## config.mk

```make
export PLATFORM = sky130hd
export DESIGN_NAME = dispatch_core
export DESIGN_NICKNAME = d
export VERILOG_FILES = /design/src/design/ooo_cfg_pkg.sv /design/src/design/dispatch_types_pkg.sv /design/src/design/dispatch_core.sv /design/src/design/dispatcher.sv /design/src/design/reg_status_table.sv /design/src/design/rob_tracker.sv
export SDC_FILE = /design/constraint.sdc
export NUM_CORES = 2
export LEC_CHECK = 0
export BUFFER_PORTS_ARGS = -buffer_cell sky130_fd_sc_hd__buf_2
export CAP_MARGIN = 15
export CORE_UTILIZATION = 55
export CTS_CLUSTER_DIAMETER = 200
export DETAILED_ROUTE_END_ITERATION = 6
export PLACE_DENSITY = 0.76
export SYNTH_ARGS = -nofsm -noshare
export SYNTH_HDL_FRONTEND = slang
export SYNTH_HIERARCHICAL = 1
export SYNTH_SLANG_ARGS = --single-unit
```

## constraint.sdc

```tcl
create_clock -name clk -period 12.7 [get_ports clk]
set_clock_uncertainty 0.2 [all_clocks]
set_input_delay 0.635 -clock clk [delete_from_list [all_inputs] [get_ports clk]]
set_output_delay 0.635 -clock clk [all_outputs]
set_load 0.02 [all_outputs]
```

## src/design/ooo_cfg_pkg.sv

```systemverilog
`default_nettype none

package ooo_cfg_pkg;

    // datapath and register file
    localparam int xlen      = 32;
    localparam int reg_count = 32;
    localparam int reg_idx_w = 5;

    // reorder buffer, slot 0 reserved as "no producer"
    localparam int rob_depth = 16;
    localparam int rob_id_w  = 4;
    localparam logic [rob_id_w-1:0] zero_rob = '0;

    localparam int opcode_w = 6;

    // alu class
    localparam logic [opcode_w-1:0] op_nop = 6'd0;
    localparam logic [opcode_w-1:0] op_add = 6'd1;
    localparam logic [opcode_w-1:0] op_sub = 6'd2;
    localparam logic [opcode_w-1:0] op_and = 6'd3;
    localparam logic [opcode_w-1:0] op_or  = 6'd4;
    localparam logic [opcode_w-1:0] op_xor = 6'd5;
    localparam logic [opcode_w-1:0] op_slt = 6'd6;
    localparam logic [opcode_w-1:0] op_beq = 6'd7;
    localparam logic [opcode_w-1:0] op_jal = 6'd8;

    // memory class, must stay contiguous from lb to sw
    localparam logic [opcode_w-1:0] op_lb = 6'd9;
    localparam logic [opcode_w-1:0] op_lh = 6'd10;
    localparam logic [opcode_w-1:0] op_lw = 6'd11;
    localparam logic [opcode_w-1:0] op_sb = 6'd12;
    localparam logic [opcode_w-1:0] op_sh = 6'd13;
    localparam logic [opcode_w-1:0] op_sw = 6'd14;

endpackage

`default_nettype wire

```

## src/design/dispatch_types_pkg.sv

```systemverilog
`default_nettype none

package dispatch_types_pkg;

    // one beat from decode
    typedef struct packed {
        logic [ooo_cfg_pkg::opcode_w-1:0]  opcode;
        logic [ooo_cfg_pkg::reg_idx_w-1:0] rd;
        logic [ooo_cfg_pkg::reg_idx_w-1:0] rs1;
        logic [ooo_cfg_pkg::reg_idx_w-1:0] rs2;
        logic [ooo_cfg_pkg::xlen-1:0]      imm;
        logic [ooo_cfg_pkg::xlen-1:0]      pc;
    } decoded_instr_t;

    // q of zero means the matching v is final
    typedef struct packed {
        logic [ooo_cfg_pkg::opcode_w-1:0] opcode;
        logic [ooo_cfg_pkg::xlen-1:0]     v1;
        logic [ooo_cfg_pkg::xlen-1:0]     v2;
        logic [ooo_cfg_pkg::rob_id_w-1:0] q1;
        logic [ooo_cfg_pkg::rob_id_w-1:0] q2;
        logic [ooo_cfg_pkg::xlen-1:0]     imm;
        logic [ooo_cfg_pkg::xlen-1:0]     pc;
        logic [ooo_cfg_pkg::rob_id_w-1:0] rob_id;
    } issue_pkt_t;

    // result broadcast
    typedef struct packed {
        logic                             valid;
        logic [ooo_cfg_pkg::rob_id_w-1:0] rob_id;
        logic [ooo_cfg_pkg::xlen-1:0]     data;
    } cdb_t;

    // retirement write to the register file
    typedef struct packed {
        logic                              valid;
        logic [ooo_cfg_pkg::reg_idx_w-1:0] rd;
        logic [ooo_cfg_pkg::xlen-1:0]      data;
        logic [ooo_cfg_pkg::rob_id_w-1:0]  rob_id;
    } commit_t;

endpackage

`default_nettype wire

```

## src/design/dispatch_core.sv

```systemverilog
`timescale 1ns/10ps
`default_nettype none

module dispatch_core (
    input  wire                                 clk,
    input  wire                                 rst_n,
    input  wire                                 in_valid,
    input  wire  dispatch_types_pkg::decoded_instr_t in_instr,
    input  wire  dispatch_types_pkg::cdb_t      alu_cdb,
    input  wire  dispatch_types_pkg::cdb_t      mem_cdb,
    input  wire                                 flush,
    output logic                                in_ready,
    output logic                                rs_issue_valid,
    output dispatch_types_pkg::issue_pkt_t      rs_issue,
    output logic                                lsb_issue_valid,
    output dispatch_types_pkg::issue_pkt_t      lsb_issue,
    output dispatch_types_pkg::commit_t         commit
);
    import ooo_cfg_pkg::*;

    // register table read path
    wire [reg_idx_w-1:0] rs1_idx;
    wire [reg_idx_w-1:0] rs2_idx;
    wire [xlen-1:0]      v1;
    wire [xlen-1:0]      v2;
    wire [rob_id_w-1:0]  q1;
    wire [rob_id_w-1:0]  q2;

    // rob query and allocation
    wire [rob_id_w-1:0]  query_q1;
    wire [rob_id_w-1:0]  query_q2;
    wire                 ready1;
    wire                 ready2;
    wire [xlen-1:0]      data1;
    wire [xlen-1:0]      data2;
    wire                 alloc;
    wire [reg_idx_w-1:0] alloc_rd;
    wire [rob_id_w-1:0]  alloc_id;
    wire                 rob_full;

    dispatcher dispatcher_i (
        .clk             (clk),
        .rst_n           (rst_n),
        .in_valid        (in_valid),
        .in_instr        (in_instr),
        .flush           (flush),
        .alu_cdb         (alu_cdb),
        .mem_cdb         (mem_cdb),
        .rob_full        (rob_full),
        .in_ready        (in_ready),
        .rs1_idx         (rs1_idx),
        .rs2_idx         (rs2_idx),
        .v1              (v1),
        .v2              (v2),
        .q1              (q1),
        .q2              (q2),
        .query_q1        (query_q1),
        .query_q2        (query_q2),
        .ready1          (ready1),
        .ready2          (ready2),
        .data1           (data1),
        .data2           (data2),
        .alloc_id        (alloc_id),
        .alloc           (alloc),
        .alloc_rd        (alloc_rd),
        .rs_issue_valid  (rs_issue_valid),
        .rs_issue        (rs_issue),
        .lsb_issue_valid (lsb_issue_valid),
        .lsb_issue       (lsb_issue)
    );

    reg_status_table reg_status_table_i (
        .clk      (clk),
        .rst_n    (rst_n),
        .rs1_idx  (rs1_idx),
        .rs2_idx  (rs2_idx),
        .alloc    (alloc),
        .alloc_rd (alloc_rd),
        .alloc_id (alloc_id),
        .commit   (commit),
        .flush    (flush),
        .v1       (v1),
        .v2       (v2),
        .q1       (q1),
        .q2       (q2)
    );

    rob_tracker rob_tracker_i (
        .clk      (clk),
        .rst_n    (rst_n),
        .alloc    (alloc),
        .alloc_rd (alloc_rd),
        .query_q1 (query_q1),
        .query_q2 (query_q2),
        .alu_cdb  (alu_cdb),
        .mem_cdb  (mem_cdb),
        .flush    (flush),
        .alloc_id (alloc_id),
        .full     (rob_full),
        .ready1   (ready1),
        .data1    (data1),
        .ready2   (ready2),
        .data2    (data2),
        .commit   (commit)
    );

endmodule

`default_nettype wire

```

## src/design/dispatcher.sv

```systemverilog
`timescale 1ns/10ps
`default_nettype none

module dispatcher (
    input  wire                                 clk,
    input  wire                                 rst_n,
    input  wire                                 in_valid,
    input  wire  dispatch_types_pkg::decoded_instr_t in_instr,
    input  wire                                 flush,
    input  wire  dispatch_types_pkg::cdb_t      alu_cdb,
    input  wire  dispatch_types_pkg::cdb_t      mem_cdb,
    input  wire                                 rob_full,
    output logic                                in_ready,
    output logic [ooo_cfg_pkg::reg_idx_w-1:0]   rs1_idx,
    output logic [ooo_cfg_pkg::reg_idx_w-1:0]   rs2_idx,
    input  wire  [ooo_cfg_pkg::xlen-1:0]        v1,
    input  wire  [ooo_cfg_pkg::xlen-1:0]        v2,
    input  wire  [ooo_cfg_pkg::rob_id_w-1:0]    q1,
    input  wire  [ooo_cfg_pkg::rob_id_w-1:0]    q2,
    output logic [ooo_cfg_pkg::rob_id_w-1:0]    query_q1,
    output logic [ooo_cfg_pkg::rob_id_w-1:0]    query_q2,
    input  wire                                 ready1,
    input  wire                                 ready2,
    input  wire  [ooo_cfg_pkg::xlen-1:0]        data1,
    input  wire  [ooo_cfg_pkg::xlen-1:0]        data2,
    input  wire  [ooo_cfg_pkg::rob_id_w-1:0]    alloc_id,
    output logic                                alloc,
    output logic [ooo_cfg_pkg::reg_idx_w-1:0]   alloc_rd,
    output logic                                rs_issue_valid,
    output dispatch_types_pkg::issue_pkt_t      rs_issue,
    output logic                                lsb_issue_valid,
    output dispatch_types_pkg::issue_pkt_t      lsb_issue
);
    import ooo_cfg_pkg::*;
    import dispatch_types_pkg::*;

    logic       is_nop;
    logic       is_mem;
    issue_pkt_t pkt;

    // cdb beats first, then a finished rob entry, then the table as read
    function automatic void resolve(
        input  logic [xlen-1:0]     reg_v,
        input  logic [rob_id_w-1:0] reg_q,
        input  logic                rob_ready,
        input  logic [xlen-1:0]     rob_data,
        input  cdb_t                alu,
        input  cdb_t                mem,
        output logic [xlen-1:0]     v,
        output logic [rob_id_w-1:0] q
    );
        v = reg_v;
        q = reg_q;
        if (reg_q != zero_rob) begin
            if (alu.valid && alu.rob_id == reg_q) begin
                v = alu.data;
                q = zero_rob;
            end else if (mem.valid && mem.rob_id == reg_q) begin
                v = mem.data;
                q = zero_rob;
            end else if (rob_ready) begin
                v = rob_data;
                q = zero_rob;
            end
        end
    endfunction

    assign in_ready = !rob_full && !flush;
    assign is_nop   = (in_instr.opcode == op_nop);
    assign is_mem   = (in_instr.opcode >= op_lb) && (in_instr.opcode <= op_sw);

    // nops are taken off the bus but never allocate
    assign alloc    = in_valid && in_ready && !is_nop;
    assign alloc_rd = in_instr.rd;

    assign rs1_idx  = in_instr.rs1;
    assign rs2_idx  = in_instr.rs2;
    assign query_q1 = q1;
    assign query_q2 = q2;

    always_comb begin
        pkt.opcode = in_instr.opcode;
        pkt.imm    = in_instr.imm;
        pkt.pc     = in_instr.pc;
        pkt.rob_id = alloc_id;
        resolve(v1, q1, ready1, data1, alu_cdb, mem_cdb, pkt.v1, pkt.q1);
        resolve(v2, q2, ready2, data2, alu_cdb, mem_cdb, pkt.v2, pkt.q2);
    end

    always_ff @(posedge clk or negedge rst_n) begin
        if (!rst_n) begin
            rs_issue_valid  <= 1'b0;
            lsb_issue_valid <= 1'b0;
        end else begin
            rs_issue_valid  <= alloc && !is_mem;
            lsb_issue_valid <= alloc && is_mem;
        end
    end

    always_ff @(posedge clk) begin
        if (alloc && is_mem) begin
            lsb_issue <= pkt;
        end
        if (alloc && !is_mem) begin
            rs_issue <= pkt;
        end
    end

endmodule

`default_nettype wire

```

## src/design/reg_status_table.sv

```systemverilog
`timescale 1ns/10ps
`default_nettype none

module reg_status_table (
    input  wire                                 clk,
    input  wire                                 rst_n,
    input  wire  [ooo_cfg_pkg::reg_idx_w-1:0]   rs1_idx,
    input  wire  [ooo_cfg_pkg::reg_idx_w-1:0]   rs2_idx,
    input  wire                                 alloc,
    input  wire  [ooo_cfg_pkg::reg_idx_w-1:0]   alloc_rd,
    input  wire  [ooo_cfg_pkg::rob_id_w-1:0]    alloc_id,
    input  wire  dispatch_types_pkg::commit_t   commit,
    input  wire                                 flush,
    output logic [ooo_cfg_pkg::xlen-1:0]        v1,
    output logic [ooo_cfg_pkg::xlen-1:0]        v2,
    output logic [ooo_cfg_pkg::rob_id_w-1:0]    q1,
    output logic [ooo_cfg_pkg::rob_id_w-1:0]    q2
);
    import ooo_cfg_pkg::*;

    logic [xlen-1:0]     reg_val [reg_count];
    logic [rob_id_w-1:0] reg_tag [reg_count];

    logic commit_wr;
    logic commit_clr;
    logic alloc_wr;

    // x0 is never written so it keeps value 0 and tag 0
    assign commit_wr  = commit.valid && (commit.rd != '0);
    assign commit_clr = commit_wr && (reg_tag[commit.rd] == commit.rob_id);
    assign alloc_wr   = alloc && (alloc_rd != '0);

    always_ff @(posedge clk or negedge rst_n) begin
        if (!rst_n) begin
            for (int i = 0; i < reg_count; i++) begin
                reg_val[i] <= '0;
                reg_tag[i] <= zero_rob;
            end
        end else begin
            // retiring value lands even on a flush edge
            if (commit_wr) begin
                reg_val[commit.rd] <= commit.data;
            end

            if (flush) begin
                for (int i = 0; i < reg_count; i++) begin
                    reg_tag[i] <= zero_rob;
                end
            end else begin
                // a younger producer may already own rd
                if (commit_clr) begin
                    reg_tag[commit.rd] <= zero_rob;
                end
                // new allocation overrides a same-cycle clear
                if (alloc_wr) begin
                    reg_tag[alloc_rd] <= alloc_id;
                end
            end
        end
    end

    // reads see state before this edge
    always_comb begin
        v1 = reg_val[rs1_idx];
        v2 = reg_val[rs2_idx];
        q1 = reg_tag[rs1_idx];
        q2 = reg_tag[rs2_idx];
    end

endmodule

`default_nettype wire

```

## src/design/rob_tracker.sv

```systemverilog
`timescale 1ns/10ps
`default_nettype none

module rob_tracker (
    input  wire                                 clk,
    input  wire                                 rst_n,
    input  wire                                 alloc,
    input  wire  [ooo_cfg_pkg::reg_idx_w-1:0]   alloc_rd,
    input  wire  [ooo_cfg_pkg::rob_id_w-1:0]    query_q1,
    input  wire  [ooo_cfg_pkg::rob_id_w-1:0]    query_q2,
    input  wire  dispatch_types_pkg::cdb_t      alu_cdb,
    input  wire  dispatch_types_pkg::cdb_t      mem_cdb,
    input  wire                                 flush,
    output logic [ooo_cfg_pkg::rob_id_w-1:0]    alloc_id,
    output logic                                full,
    output logic                                ready1,
    output logic [ooo_cfg_pkg::xlen-1:0]        data1,
    output logic                                ready2,
    output logic [ooo_cfg_pkg::xlen-1:0]        data2,
    output dispatch_types_pkg::commit_t         commit
);
    import ooo_cfg_pkg::*;

    localparam logic [rob_id_w-1:0] first_id = rob_id_w'(1);
    localparam logic [rob_id_w-1:0] last_id  = rob_id_w'(rob_depth - 1);

    logic [rob_id_w-1:0] head;
    logic [rob_id_w-1:0] tail;
    logic [rob_id_w-1:0] count;

    logic [rob_depth-1:0] busy;
    logic [rob_depth-1:0] done;
    logic [reg_idx_w-1:0] rd_q   [rob_depth];
    logic [xlen-1:0]      data_q [rob_depth];

    logic commit_now;

    // wrap past slot 0
    function automatic logic [rob_id_w-1:0] next_id(input logic [rob_id_w-1:0] id);
        return (id == last_id) ? first_id : id + 1'b1;
    endfunction

    assign alloc_id   = tail;
    assign full       = (count == last_id);
    assign commit_now = busy[head] && done[head];

    always_comb begin
        commit.valid  = commit_now;
        commit.rd     = rd_q[head];
        commit.data   = data_q[head];
        commit.rob_id = head;
    end

    // slot 0 is never busy, so a zero tag never reads ready
    assign ready1 = busy[query_q1] && done[query_q1];
    assign ready2 = busy[query_q2] && done[query_q2];
    assign data1  = data_q[query_q1];
    assign data2  = data_q[query_q2];

    always_ff @(posedge clk or negedge rst_n) begin
        if (!rst_n) begin
            head  <= first_id;
            tail  <= first_id;
            count <= '0;
            busy  <= '0;
            done  <= '0;
        end else if (flush) begin
            head  <= first_id;
            tail  <= first_id;
            count <= '0;
            busy  <= '0;
            done  <= '0;
        end else begin
            if (alloc) begin
                busy[tail] <= 1'b1;
                done[tail] <= 1'b0;
                tail       <= next_id(tail);
            end
            if (alu_cdb.valid && busy[alu_cdb.rob_id]) begin
                done[alu_cdb.rob_id] <= 1'b1;
            end
            if (mem_cdb.valid && busy[mem_cdb.rob_id]) begin
                done[mem_cdb.rob_id] <= 1'b1;
            end
            // retire last so it wins over a stray beat on the head
            if (commit_now) begin
                busy[head] <= 1'b0;
                done[head] <= 1'b0;
                head       <= next_id(head);
            end
            case ({alloc, commit_now})
                2'b10:   count <= count + 1'b1;
                2'b01:   count <= count - 1'b1;
                default: count <= count;
            endcase
        end
    end

    always_ff @(posedge clk) begin
        if (alloc) begin
            rd_q[tail] <= alloc_rd;
        end
        if (alu_cdb.valid) begin
            data_q[alu_cdb.rob_id] <= alu_cdb.data;
        end
        if (mem_cdb.valid) begin
            data_q[mem_cdb.rob_id] <= mem_cdb.data;
        end
    end

endmodule

`default_nettype wire
```

==> flow_summary.yaml <==
status:
  run_status: "complete, no violations"
finish:
  num-nets-final: 7537
  post-route-util_pct: 61.5
  layout_commonest_cell: "sky130_fd_sc_hd__mux2_2"
  flow.area_growth_from_synthesis_pct: 11.1
  fillCellCount: 14817
  sequential_cell_area_sq_um: 56500
  footprint_of_the_multi_input_gates_sq_um: 54900
  instances_no_fill: 10356
  layout.cells.most_common_list: "1288 x sky130_fd_sc_hd__mux2_2, 1238 x sky130_fd_sc_hd__mux4_2, 1194 x sky130_fd_sc_hd__dfrtp_1"
  layout.cell_area.non_filler_sq_um: 127000
  layout-drive-gt1-share_pct: 48.8
pwr:
  power_frac_comb_pct: 11.3
  power_switching_mw: 4.04
  report.power.total_mw: 15.7
  vdd_drop_max_uv: 159
  p_per_area_nw_per_um2: 124
  p_leak_nw: 50.5
  share_clk_of_total_power_pct: 42.0
  power.share.sequential_pct: 46.7
  swShare_pct: 25.7
  intPower_mw: 11.7
critical_path:
  endpoint_kind: "flip-flop"
  path_max_fanout: 88
  ff2ff_path_depth: 11
  r2r-end: "reg_status_table_i/reg_tag[104]"
  r2r-start: "rob_tracker_i/head[0]"
  startpoint_type: "flip-flop"
  worst-endpoint-arrival_ns: 7.16
  worst-endpoint-required_ns: 13.26
  r2r_setup_slack_ns: 6.10
  crit_type: "reg2reg"
detailed_routing:
  wl_per_cell_microns: 37.3
  detailedRoute.firstPassIterationCount: 7
  antenna_violating_nets_left: 0
  vias_per_cell: 7.38
  drt_drc_violations_left: 0
  drt-initial-drc-count: 11394
  wl_microns: 387000
  routed-via-count: 76385
run:
  drv.max_cap_violation_count: 0
cts:
  post_cts_buffers: 0
  tritoncts.num_buffers: 214
  htree_num_levels: 4
  clkTransAtPathRegs_ns: 0.06
  clkLatencyLatePin_ns: 0.90
  cts_buffer_depth: 3
  clk_root_buffer_cell: "sky130_fd_sc_hd__clkbuf_16"
  cts.sink_count: 2082
  clock_tree_from_tritoncts: "built"
timing:
  slew-limit-headroom_pct: 13.3
  final_period_minus_worst_setup_slack_ns: 6.60
  worst-slew-pin-transition_ns: 1.30
  postLayoutSetupSlackWorst_ns: 6.10
  finalMaxSlewViolations: 0
  timing.final.setup_violations: 0
  rsz_0062_raised_after_global_routing: "false"
  fmax_ghz: 0.151
  setup_total_neg_slack_ns: 0
  report.final.hold_viol_count: 0
  finalCritPeriodShare_pct: 52.0
  timing.hold.ws_ns: 0.0559
global_routing:
  gr-total-overflow: 0
  number_of_global_route_vias_before_repair: 76523
  initial_antenna_violation_count: 39
  grt_start_max_net_pins: 187
  grt_first_pass_wirelength_microns: 551000
  track_usage_pct: 36.7
synth:
  post_synth_main_area_contributors: "sky130_fd_sc_hd__dfrtp_1 26%, sky130_fd_sc_hd__mux4_2 24%, sky130_fd_sc_hd__edfxtp_1 23%"
  syn-mean-instance-area_sq_um: 15.9
  synth_sequential_area_ratio_pct: 49.3
  netlist_area_sq_um: 115000
  post-synth-top-area-cell: "sky130_fd_sc_hd__dfrtp_1"
  post_synth_num_cell_types: 69
  synth-main-ff-cell: "sky130_fd_sc_hd__dfrtp_1"
  synth.net_count: 7402
  ys_warn_count: 6
  async_flop_share_pct: 57.5
  netlist_instances: 7229
  post-synth-top-area-fraction_pct: 26.1
  postSynthRegisterBits: 2082
  synth_enable_flop_cells: 884
floorplan:
  io-pin-count: 500
  core_area_sq_um: 207000
  dieHeight_microns: 459
  die_area_sq_um: 210000
  number_of_cell_rows: 167
  chipWidth_microns: 459
  initial_standard_cell_utilization_of_the_core_pct: 55.4
placed_design:
  globalplace.congestion: 0.965
  placed_cells: 9859
  post-place-ws_ns: 6.29
  placed_cell_area_sq_um: 119000
  hpwl_detailed_microns: 228000
  io_buffer_count: 499
worst_hold_path:
  hp-class: "in2reg"
  holdPathEnd: "rob_tracker_i/data_q[1][16]"
  timing.hold.worst.start: "mem_cdb[16]"
  holdPathStages: 3
## kinds of logic after synthesis
group	after synthesis	synth area share, %
AOI/OAI and AO/OA	554	3.69
xor gates and xnor gates	20	0.153
adders and majority gates	10	0.109
buffers and inverters	949	3.41
DFF	2082	49.3
muxes	2913	40.6
and+or+nand+nor	701	2.73
## flip-flops by register name (all words and copies together), names as in the netlist, 4 cells and up
name	flops
reg_status_table_i/reg_val	1024
rob_tracker_i/busy	16
dispatcher_i/rs_issue	146
rob_tracker_i/done	16
rob_tracker_i/alloc_id	4
rob_tracker_i/data_q	512
rob_tracker_i/head	4
rob_tracker_i/rd_q	80
dispatcher_i/lsb_issue	146
reg_status_table_i/reg_tag	128
rob_tracker_i/count	4
## cells in the mapped netlist (5+ instances only)
| cell type | number |
|---|---|
| sky130_fd_sc_hd__or3_1 | 5 |
| sky130_fd_sc_hd__o211ai_2 | 17 |
| sky130_fd_sc_hd__ha_1 | 10 |
| sky130_fd_sc_hd__mux2_2 | 1294 |
| sky130_fd_sc_hd__edfxtp_1 | 884 |
| sky130_fd_sc_hd__o22ai_1 | 84 |
| sky130_fd_sc_hd__buf_2 | 105 |
| sky130_fd_sc_hd__a222oi_1 | 12 |
| sky130_fd_sc_hd__nand2_1 | 418 |
| sky130_fd_sc_hd__and3_1 | 6 |
| sky130_fd_sc_hd__buf_1 | 111 |
| sky130_fd_sc_hd__nand3b_1 | 6 |
| sky130_fd_sc_hd__nor3b_1 | 9 |
| sky130_fd_sc_hd__nand4bb_1 | 6 |
| sky130_fd_sc_hd__nor2_1 | 109 |
| sky130_fd_sc_hd__a311oi_1 | 29 |
| sky130_fd_sc_hd__xnor2_1 | 7 |
| sky130_fd_sc_hd__o32ai_1 | 124 |
| sky130_fd_sc_hd__buf_4 | 34 |
| sky130_fd_sc_hd__and2_1 | 7 |
| sky130_fd_sc_hd__mux4_2 | 1239 |
| sky130_fd_sc_hd__nor3_1 | 12 |
| sky130_fd_sc_hd__mux2i_1 | 130 |
| sky130_fd_sc_hd__nor2b_1 | 16 |
| sky130_fd_sc_hd__dfrtp_1 | 1196 |
| sky130_fd_sc_hd__o21ai_0 | 55 |
| sky130_fd_sc_hd__nand3_1 | 44 |
| sky130_fd_sc_hd__xor2_1 | 13 |
| sky130_fd_sc_hd__inv_1 | 150 |
| sky130_fd_sc_hd__a21oi_1 | 58 |
| sky130_fd_sc_hd__o211ai_1 | 7 |
| sky130_fd_sc_hd__a31o_2 | 65 |
| sky130_fd_sc_hd__a31oi_1 | 21 |
| sky130_fd_sc_hd__nand2b_1 | 16 |
| sky130_fd_sc_hd__mux2_1 | 250 |
| sky130_fd_sc_hd__clkbuf_1 | 537 |
| sky130_fd_sc_hd__a31o_1 | 61 |
| sky130_fd_sc_hd__nor4_1 | 14 |
## per-layer routing
metal / GRT usage [%] / up-vias / routed length [microns]
met5: 0 / - / 276
met4: 20.3 / 42 / 24400
met3: 12.1 / 1367 / 52200
met2: 54.5 / 5665 / 174000
met1: 47.7 / 40118 / 135000
li1: - / 29193 / -
## worst max-delay path, stage by stage (launching register included)
cell                      delay (ns)
sky130_fd_sc_hd__dfstp_4        1.11
sky130_fd_sc_hd__mux4_2         0.61
sky130_fd_sc_hd__mux4_4         0.61
sky130_fd_sc_hd__buf_4          0.45
sky130_fd_sc_hd__mux2i_1        0.37
sky130_fd_sc_hd__o22ai_1        0.12
sky130_fd_sc_hd__nor4_1         0.45
sky130_fd_sc_hd__nand2_1        0.14
sky130_fd_sc_hd__xnor2_1        0.19
sky130_fd_sc_hd__a41oi_4        0.90
sky130_fd_sc_hd__buf_4          0.87
sky130_fd_sc_hd__a31o_2         0.28
## final cells by class
| class | count | area share (%) |
|---|---|---|
| multi-input combinational | 4198 | 43.1 |
| inverter | 154 | 0.455 |
| sequential | 2082 | 44.4 |
| clock buffer | 294 | 4.73 |
| antenna | 15 | 0.0295 |
| timing repair buffer | 714 | 3.52 |
| tap | 2788 | 2.74 |
| clock inverter | 111 | 1.06 |
## power by group through the flow
stage | Clock (mW) | Sequential [mW] | Combinational [mW]
2_1_floorplan | 0 | 7.46 | 1.09
3_3_place_gp | 0 | 7.46 | 1.68
3_5_place_dp | 0 | 7.47 | 1.71
4_1_cts | 6.66 | 7.34 | 1.74
5_1_grt | 6.90 | 7.36 | 1.84
6_report | 6.62 | 7.35 | 1.77
## worst max-delay path by stage
| stage | depth (start not counted) | slack, ns | to | startpoint |
|---|---|---|---|---|
| 5_1_grt | 11 | 5.90 | reg_status_table_i/reg_tag[104] | rob_tracker_i/head[0] |
| 2_1_floorplan | 5 | 4.11 | dispatcher_i/rs_issue_valid | rob_tracker_i/count[1] |
| 3_5_place_dp | 9 | 6.29 | dispatcher_i/rs_issue[87] | in_instr[65] |
| 6_report | 11 | 6.10 | reg_status_table_i/reg_tag[104] | rob_tracker_i/head[0] |
| 3_3_place_gp | 9 | 6.34 | dispatcher_i/lsb_issue[89] | in_instr[65] |
| 4_1_cts | 11 | 6.32 | reg_status_table_i/reg_tag[104] | rob_tracker_i/head[0] |
## what timing repair did
| item | 4_1_cts | 5_1_grt |
|---|---|---|
| hold buffers | 76 | 0 |
| setup endpoints to repair | 0 | 0 |
| hold endpoints to repair | 269 | 0 |
| gates resized for setup | 0 | 0 |
Power figures use the tool's default switching activity.
